==> src/common/sdram_cfg_pkg.sv <==
package sdram_cfg_pkg;

  // controller side geometry
  localparam int addr_w  = 24;  // word address
  localparam int data_w  = 16;  // one sdram word
  localparam int burst_w = 10;  // burst length field

  typedef logic [addr_w-1:0]  addr_t;
  typedef logic [data_w-1:0]  data_t;
  typedef logic [burst_w-1:0] burst_t;

endpackage

==> src/common/req_pkg.sv <==
package req_pkg;

  // what a requester asks the burst sequencer for
  typedef enum logic [1:0] {
    kind_rd_line   = 2'd0,  // fill of the read line cache
    kind_wr_single = 2'd1,  // one word write
    kind_wr_line   = 2'd2   // streamed line flush
  } req_kind_t;

  localparam int unsigned rd_line_words = 4;   // read cache line
  localparam int unsigned wr_line_words = 16;  // stream buffer line

endpackage

==> src/common/line_if.sv <==
`timescale 1ns/10ps

// one request stage talking to the burst sequencer
interface line_if
  import sdram_cfg_pkg::*, req_pkg::*;
();

  logic      req;     // held until done
  req_kind_t kind;
  addr_t     addr;
  data_t     wdata;   // word at beat, combinational
  burst_t    beat;    // current beat index
  data_t     rdata;
  logic      rvalid;  // rdata carries beat
  logic      done;    // one cycle after last beat

  modport requester (
    output req, kind, addr, wdata,
    input  beat, rdata, rvalid, done
  );

  modport server (
    input  req, kind, addr, wdata,
    output beat, rdata, rvalid, done
  );

endinterface

==> src/user_port.sv <==
`timescale 1ns/10ps

module user_port
  import sdram_cfg_pkg::*, req_pkg::*;
#(
  parameter int unsigned rd_words = rd_line_words
) (
  input  logic      clk,
  input  logic      sys_rst_n,
  input  addr_t     address,
  input  data_t     data_in,
  input  logic      read_req,
  input  logic      write_req,
  input  logic      write_en,
  output data_t     data_out,
  output logic      read_ack,
  output logic      write_ack,
  line_if.requester lif
);

  localparam int unsigned off_w = $clog2(rd_words);
  localparam int unsigned tag_w = addr_w - off_w;

  logic             read_req_q;
  logic             write_req_q;
  logic             read_rise;
  logic             write_rise;
  logic             line_valid;
  logic [tag_w-1:0] line_tag;
  data_t            line_mem [rd_words];
  logic [off_w-1:0] word_sel;
  logic             req_q;
  req_kind_t        kind_q;
  addr_t            addr_q;
  data_t            wr_word;

  assign read_rise  = read_req & ~read_req_q;
  assign write_rise = write_req & ~write_req_q;
  assign word_sel   = address[off_w-1:0];

  assign lif.req   = req_q;
  assign lif.kind  = kind_q;
  assign lif.addr  = addr_q;
  assign lif.wdata = wr_word;  // single write has one beat

  always_ff @(posedge clk or negedge sys_rst_n) begin
    if (!sys_rst_n) begin
      read_req_q  <= 1'b0;
      write_req_q <= 1'b0;
      line_valid  <= 1'b0;
      req_q       <= 1'b0;
      read_ack    <= 1'b0;
      write_ack   <= 1'b0;
      data_out    <= '0;
    end else begin
      read_req_q  <= read_req;
      write_req_q <= write_req;
      write_ack   <= 1'b0;
      if (read_rise) begin
        if (line_valid && line_tag == address[addr_w-1:off_w]) begin
          read_ack <= 1'b1;  // hit, answer next cycle
          data_out <= line_mem[word_sel];
        end else begin
          line_valid <= 1'b0;
          req_q      <= 1'b1;
        end
      end else if (write_rise) begin
        line_valid <= 1'b0;
        req_q      <= 1'b1;
      end else if (lif.done) begin
        req_q <= 1'b0;
        if (kind_q == kind_rd_line) begin
          line_valid <= 1'b1;
          read_ack   <= 1'b1;
          data_out   <= line_mem[word_sel];  // last beat landed a cycle ago
        end else begin
          write_ack <= 1'b1;
        end
      end
      if (write_en)
        line_valid <= 1'b0;  // streamed words may hit the line
      if (!read_req && read_ack) begin
        read_ack <= 1'b0;
        data_out <= '0;
      end
    end
  end

  always_ff @(posedge clk) begin
    if (read_rise) begin
      kind_q <= kind_rd_line;
      addr_q <= {address[addr_w-1:off_w], {off_w{1'b0}}};  // line aligned
    end else if (write_rise) begin
      kind_q  <= kind_wr_single;
      addr_q  <= address;
      wr_word <= data_in;
    end
    if (lif.done && kind_q == kind_rd_line)
      line_tag <= addr_q[addr_w-1:off_w];
    if (lif.rvalid)
      line_mem[lif.beat[off_w-1:0]] <= lif.rdata;
  end

  // the client serves one request kind at a time
  a_one_req : assert property (@(posedge clk) disable iff (!sys_rst_n)
    !(read_req && write_req))
    else $error("read_req and write_req high together");

endmodule

==> src/stream_write/stream_buffer.sv <==
`timescale 1ns/10ps

module stream_buffer
  import sdram_cfg_pkg::*, req_pkg::*;
#(
  parameter int unsigned wr_words = wr_line_words
) (
  input  logic      clk,
  input  logic      sys_rst_n,
  input  addr_t     address,
  input  data_t     data_in,
  input  logic      write_latch_address,
  input  logic      write_en,
  line_if.requester lif
);

  localparam int unsigned idx_w = $clog2(wr_words);
  localparam logic [idx_w-1:0] last_idx = idx_w'(wr_words - 1);

  addr_t            wr_addr;   // next stream address
  addr_t            cur_addr;
  logic [idx_w-1:0] cur_idx;
  logic             swap;
  logic             pending;   // back line waits for the sequencer
  addr_t            line_addr;
  data_t            front [wr_words-1];  // last word goes straight to back
  data_t            back  [wr_words];

  assign cur_addr = write_latch_address ? address : wr_addr;
  assign cur_idx  = cur_addr[idx_w-1:0];
  assign swap     = write_en && cur_idx == last_idx;

  assign lif.req   = pending;
  assign lif.kind  = kind_wr_line;
  assign lif.addr  = line_addr;
  assign lif.wdata = back[lif.beat[idx_w-1:0]];

  always_ff @(posedge clk or negedge sys_rst_n) begin
    if (!sys_rst_n) begin
      wr_addr <= '0;
      pending <= 1'b0;
    end else begin
      if (write_en)
        wr_addr <= cur_addr + 1'b1;
      else if (write_latch_address)
        wr_addr <= address;
      if (lif.done)
        pending <= 1'b0;
      if (swap)
        pending <= 1'b1;  // wins over done in the same cycle
    end
  end

  always_ff @(posedge clk) begin
    if (write_en && !swap)
      front[cur_idx] <= data_in;
    if (swap) begin
      for (int i = 0; i < wr_words - 1; i++) begin
        back[i] <= front[i];
      end
      back[wr_words-1] <= data_in;
      line_addr        <= {cur_addr[addr_w-1:idx_w], {idx_w{1'b0}}};
    end
  end

  // back line must be drained before the next one lands
  a_no_overrun : assert property (@(posedge clk) disable iff (!sys_rst_n)
    swap |-> (!pending || lif.done))
    else $error("stream line swapped while back line pending");

endmodule

==> src/burst_sequencer.sv <==
`timescale 1ns/10ps

module burst_sequencer
  import sdram_cfg_pkg::*, req_pkg::*;
#(
  parameter int unsigned rd_words = rd_line_words,
  parameter int unsigned wr_words = wr_line_words
) (
  input  logic   clk,
  input  logic   sys_rst_n,
  line_if.server ulif,
  line_if.server slif,
  output logic   sdram_wr_req,
  input  logic   sdram_wr_ack,
  output addr_t  sdram_wr_addr,
  output burst_t sdram_wr_burst,
  output data_t  sdram_din,
  output logic   sdram_rd_req,
  input  logic   sdram_rd_ack,
  output addr_t  sdram_rd_addr,
  output burst_t sdram_rd_burst,
  input  data_t  sdram_dout,
  input  logic   sdram_init_done
);

  typedef enum logic [1:0] {
    st_idle,
    st_busy,
    st_fin
  } state_t;

  state_t state;
  logic   sel_stream;  // grant went to the stream buffer
  logic   rd_op;
  burst_t beat_cnt;
  burst_t burst_len;
  addr_t  req_addr;
  logic   grant_rd;
  logic   grant_ws;
  logic   grant_wl;
  logic   ack;
  logic   last_beat;

  // fixed priority: read line, single write, line write
  assign grant_rd  = ulif.req && ulif.kind == kind_rd_line;
  assign grant_ws  = ulif.req && ulif.kind == kind_wr_single;
  assign grant_wl  = slif.req;
  assign ack       = rd_op ? sdram_rd_ack : sdram_wr_ack;
  assign last_beat = ack && beat_cnt == burst_len - 1'b1;

  assign sdram_rd_addr  = req_addr;
  assign sdram_wr_addr  = req_addr;
  assign sdram_rd_burst = burst_len;
  assign sdram_wr_burst = burst_len;
  assign sdram_din      = sel_stream ? slif.wdata : ulif.wdata;  // beat data, same cycle

  assign ulif.beat   = beat_cnt;
  assign slif.beat   = beat_cnt;
  assign ulif.rdata  = sdram_dout;
  assign slif.rdata  = sdram_dout;
  assign ulif.rvalid = state == st_busy && rd_op && sdram_rd_ack;
  assign slif.rvalid = 1'b0;  // stream side only writes
  assign ulif.done   = state == st_fin && !sel_stream;
  assign slif.done   = state == st_fin && sel_stream;

  always_ff @(posedge clk or negedge sys_rst_n) begin
    if (!sys_rst_n) begin
      state        <= st_idle;
      sel_stream   <= 1'b0;
      rd_op        <= 1'b0;
      beat_cnt     <= '0;
      sdram_rd_req <= 1'b0;
      sdram_wr_req <= 1'b0;
    end else begin
      case (state)
        st_idle: begin
          beat_cnt <= '0;
          if (sdram_init_done && (grant_rd || grant_ws || grant_wl)) begin
            state        <= st_busy;
            rd_op        <= grant_rd;
            sel_stream   <= !(grant_rd || grant_ws);
            sdram_rd_req <= grant_rd;
            sdram_wr_req <= !grant_rd;
          end
        end
        st_busy: begin
          if (ack) begin
            beat_cnt <= beat_cnt + 1'b1;
            if (last_beat) begin
              sdram_rd_req <= 1'b0;  // low right after the last ack
              sdram_wr_req <= 1'b0;
              state        <= st_fin;
            end
          end
        end
        st_fin:  state <= st_idle;  // done pulse, requester drops req
        default: state <= st_idle;
      endcase
    end
  end

  // request fields follow the winner while idle
  always_ff @(posedge clk) begin
    if (state == st_idle) begin
      if (grant_rd) begin
        req_addr  <= ulif.addr;
        burst_len <= burst_t'(rd_words);
      end else if (grant_ws) begin
        req_addr  <= ulif.addr;
        burst_len <= burst_t'(1);
      end else begin
        req_addr  <= slif.addr;
        burst_len <= burst_t'(wr_words);
      end
    end
  end

  a_rd_ack_req : assert property (@(posedge clk) disable iff (!sys_rst_n)
    sdram_rd_ack |-> sdram_rd_req)
    else $error("sdram_rd_ack without sdram_rd_req");

  a_wr_ack_req : assert property (@(posedge clk) disable iff (!sys_rst_n)
    sdram_wr_ack |-> sdram_wr_req)
    else $error("sdram_wr_ack without sdram_wr_req");

endmodule

==> src/sdram_frontend.sv <==
`timescale 1ns/10ps

module sdram_frontend
  import sdram_cfg_pkg::*, req_pkg::*;
#(
  parameter int unsigned rd_words = rd_line_words,
  parameter int unsigned wr_words = wr_line_words
) (
  input  logic   clk,
  input  logic   sys_rst_n,
  input  addr_t  address,
  input  data_t  data_in,
  output data_t  data_out,
  input  logic   read_req,
  output logic   read_ack,
  input  logic   write_req,
  output logic   write_ack,
  input  logic   write_latch_address,
  input  logic   write_en,
  output logic   sdram_wr_req,
  input  logic   sdram_wr_ack,
  output addr_t  sdram_wr_addr,
  output burst_t sdram_wr_burst,
  output data_t  sdram_din,
  output logic   sdram_rd_req,
  input  logic   sdram_rd_ack,
  output addr_t  sdram_rd_addr,
  output burst_t sdram_rd_burst,
  input  data_t  sdram_dout,
  input  logic   sdram_init_done,
  output logic   sdram_refresh_block
);

  line_if lif_user ();    // reads and single writes
  line_if lif_stream ();  // streamed line flushes

  assign sdram_refresh_block = write_en;  // no refresh while streaming

  user_port #(
    .rd_words (rd_words)
  ) u_user_port (
    .clk       (clk),
    .sys_rst_n (sys_rst_n),
    .address   (address),
    .data_in   (data_in),
    .read_req  (read_req),
    .write_req (write_req),
    .write_en  (write_en),
    .data_out  (data_out),
    .read_ack  (read_ack),
    .write_ack (write_ack),
    .lif       (lif_user.requester)
  );

  stream_buffer #(
    .wr_words (wr_words)
  ) u_stream_buffer (
    .clk                 (clk),
    .sys_rst_n           (sys_rst_n),
    .address             (address),
    .data_in             (data_in),
    .write_latch_address (write_latch_address),
    .write_en            (write_en),
    .lif                 (lif_stream.requester)
  );

  burst_sequencer #(
    .rd_words (rd_words),
    .wr_words (wr_words)
  ) u_burst_sequencer (
    .clk             (clk),
    .sys_rst_n       (sys_rst_n),
    .ulif            (lif_user.server),
    .slif            (lif_stream.server),
    .sdram_wr_req    (sdram_wr_req),
    .sdram_wr_ack    (sdram_wr_ack),
    .sdram_wr_addr   (sdram_wr_addr),
    .sdram_wr_burst  (sdram_wr_burst),
    .sdram_din       (sdram_din),
    .sdram_rd_req    (sdram_rd_req),
    .sdram_rd_ack    (sdram_rd_ack),
    .sdram_rd_addr   (sdram_rd_addr),
    .sdram_rd_burst  (sdram_rd_burst),
    .sdram_dout      (sdram_dout),
    .sdram_init_done (sdram_init_done)
  );

endmodule

==> config.mk <==
export PLATFORM = sky130hd
export DESIGN_NAME = sdram_frontend
export DESIGN_NICKNAME = d
export VERILOG_FILES = /design/src/common/sdram_cfg_pkg.sv /design/src/common/req_pkg.sv /design/src/common/line_if.sv /design/src/user_port.sv /design/src/stream_write/stream_buffer.sv /design/src/burst_sequencer.sv /design/src/sdram_frontend.sv
export SDC_FILE = /design/constraint.sdc
export NUM_CORES = 1
export LEC_CHECK = 0
export BUFFER_PORTS_ARGS = -buffer_cell sky130_fd_sc_hd__buf_4
export CORE_ASPECT_RATIO = 0.8
export CORE_MARGIN = 8
export CORE_UTILIZATION = 30
export DETAILED_ROUTE_END_ITERATION = 10
export GPL_TIMING_DRIVEN = 0
export PLACE_DENSITY_LB_ADDON = 0.12
export SYNTH_ARGS = -nofsm -noshare
export SYNTH_HDL_FRONTEND = slang
export SYNTH_HIERARCHICAL = 1
export SYNTH_SLANG_ARGS = --single-unit
==> constraint.sdc <==
create_clock -name clk -period 38.9 [get_ports clk]
set_clock_uncertainty 0.05 [all_clocks]
set_input_delay 3.89 -clock clk [delete_from_list [all_inputs] [get_ports clk]]
set_output_delay 3.89 -clock clk [all_outputs]
set_load 0.01 [all_outputs]
==> results.sh <==
export IMPL_status="finished clean"
export IMPL_cp_start_kind="input port"
export IMPL_avgSynthCellArea_um2=18.73
export IMPL_viasPerCell=4.531
export IMPL_final_seq_area_um2=21670
export IMPL_firstDrtPassIters=5
export IMPL_slew_viol_final=0
export IMPL_hold_violations=0
export IMPL_cts_tree="done"
export IMPL_routed_wl_mm=66.96
export IMPL_final_setup_viol_count=0
export IMPL_n_fill_cell=8662
export IMPL_vias=13747
export IMPL_antenna_found_initial=2
export IMPL_rsz0062_at_grt="no"
export IMPL_reg2reg_depth=8
export IMPL_postLayoutCellArea_um2=33550
export IMPL_hold_depth=0
export IMPL_die_y_um=288.8
export IMPL_syn_inst=1490
export IMPL_routedWlPerCell_um=22.07
export IMPL_coreArea_um2=92590
export IMPL_rows=100
export IMPL_initial_core_util_pct=30.14
export IMPL_grt_overflow_total=0
export IMPL_clock_path_buffers=3
export IMPL_portBuffers=139
export IMPL_hp_class="reg2reg"
export IMPL_track_usage_pct=12.72
export IMPL_finalCritPeriodShare_pct=21.18
export IMPL_ctsHoldBuffers=0
export IMPL_ant_nets=0
export IMPL_fin_nets=1816
export IMPL_cts_buffers=78
export IMPL_tightest_slew_ps=1154
export IMPL_clock_latency_ps=620
export IMPL_fp_dieArea_um2=103100
export IMPL_setup_tns_ps=0
export IMPL_gp_congestion=0.7612
export IMPL_grt_pass1_wl_mm=96.81
export IMPL_areaGrowthSynthToFinish_pct=20.22
export IMPL_maxCapViolations=0
export IMPL_p_leak_nw=11.47
export IMPL_path_max_fanout=6
export IMPL_first_iter_violations=944
export IMPL_fin_util_pct=36.23
export IMPL_grt_max_degree=64
export IMPL_fp_dieW_um=357.0
export IMPL_cp_arrival_ps=4300
export IMPL_pin_count=170
export IMPL_relSlewSlack_pct=23.07
export IMPL_worst_setup_path_end_kind="output pin"
export IMPL_cts_sinks=733
export IMPL_drc=0
export IMPL_critical_path_class="in2out"
export IMPL_cts_root_buf="clkbuf_16"
export IMPL_first_global_vias=14001
export IMPL_powerDensity_nw_per_um2=61.82
export IMPL_syn_area_um2=27900
export IMPL_hpwl_mm=44.43
export IMPL_p_total_w=0.002074
export IMPL_yosysWarnings=6
export IMPL_clk_pin_slew_ps=60
export IMPL_cts_resized=0
export IMPL_placed_area_um2=31010
export IMPL_ir_worst_vdd_v=0.00003515
export IMPL_worstPathRequired_ps=34960
export IMPL_htreeDepth=3
export IMPL_whs_ps=350.3
export IMPL_layout_drive_gt1_share_pct=27.38
export IMPL_max_freq_mhz=121.4
export IMPL_multiInputGateArea_um2=5594
export IMPL_post_cts_buffers=0
export IMPL_finalCriticalPeriod_ps=8241
[worst max-delay path, stage by stage]
cell and delay [ps]:
buf_4 150, buf_4 130, buf_4 130
[flip-flops by register name, indices dropped and copies added (netlist names), 2 cells and up]
name,count
u_burst_sequencer/state,2
u_stream_buffer/front,240
u_user_port/lif.wdata,16
u_user_port/line_tag,22
u_burst_sequencer/slif.beat,10
u_stream_buffer/lif.addr,20
u_stream_buffer/back,256
u_user_port/lif.addr,24
u_burst_sequencer/sdram_rd_burst,3
u_burst_sequencer/sdram_rd_addr,24
u_user_port/data_out,16
u_stream_buffer/wr_addr,24
u_user_port/line_mem,64
[path summary, 6_finish.rpt]
path	from	to	slack (ps)
max	write_en	sdram_refresh_block	30660
min	u_stream_buffer/front[8][12]	u_stream_buffer/back[8][12]	350
max reg2reg	u_burst_sequencer/sel_stream	u_user_port/data_out[6]	35020
min reg2reg	u_stream_buffer/front[8][12]	u_stream_buffer/back[8][12]	350
max in group asynchronous	sys_rst_n	u_stream_buffer/wr_addr[19]	34830
min in group asynchronous	sys_rst_n	u_user_port/write_req_q	3340
[metrics by stage]
stage                     worst slack, ps  std cells
final                               30660       3034
after global routing                30460       3033
after CTS                           30470       3032
after detailed placement            30650       2888
after global placement              13450       2869
after floorplan                     20310       1506
[layer usage]
| layer | global-route usage [%] | up-vias | share of wire, % |
|---|---|---|---|
| li1 | - | 6261 | - |
| met1 | 17.89 | 7095 | 46 |
| met2 | 19.81 | 290 | 46 |
| met3 | 2.606 | 101 | 4.9 |
| met4 | 3.922 | 0 | 2.5 |
| met5 | 0 | - | 0 |
[layout by cell type (no fill, tap or decap), drive strengths merged, types with 3 or more instances in the layout]
master / n
mux2i: 45
inv: 28
nor2: 41
nor4: 8
a222oi: 16
and3: 6
a21oi: 8
nand2b: 10
mux2: 28
ha: 7
a31oi: 3
nand3b: 9
a22oi: 3
a21o: 4
or4b: 16
nand4: 4
clkbuf: 131
dfrtp: 63
dfxtp: 3
o21ai: 9
nand3: 31
bufinv: 6
nor2b: 6
nor3b: 3
o22ai: 18
nor3: 11
xor2: 32
nand2: 116
conb: 19
edfxtp: 667
mux4: 80
buf: 250
clkinv: 30
a2111oi: 4
xnor2: 21
a211oi: 4
and2: 44
[area by class of cell]
cell class	count	share of cell area [%]
Antenna cell	2	0.01492
Buffer	121	2.178
Clock buffer	102	6.333
Clock inverter	42	1.205
Inverter	22	0.2462
Multi-Input combinational cell	630	16.68
Sequential cell	733	64.59
Tap cell	1224	4.565
Timing Repair Buffer	158	4.196
[power breakdown]
part | switching [W] | internal (W) | leakage, nW
combinational | 0.000224 | 0.000183 | 3.43
clock | 0.000306 | 0.000428 | 1.24
sequential | 0.0000249 | 0.000908 | 6.80
Power figures use the tool's default switching activity.
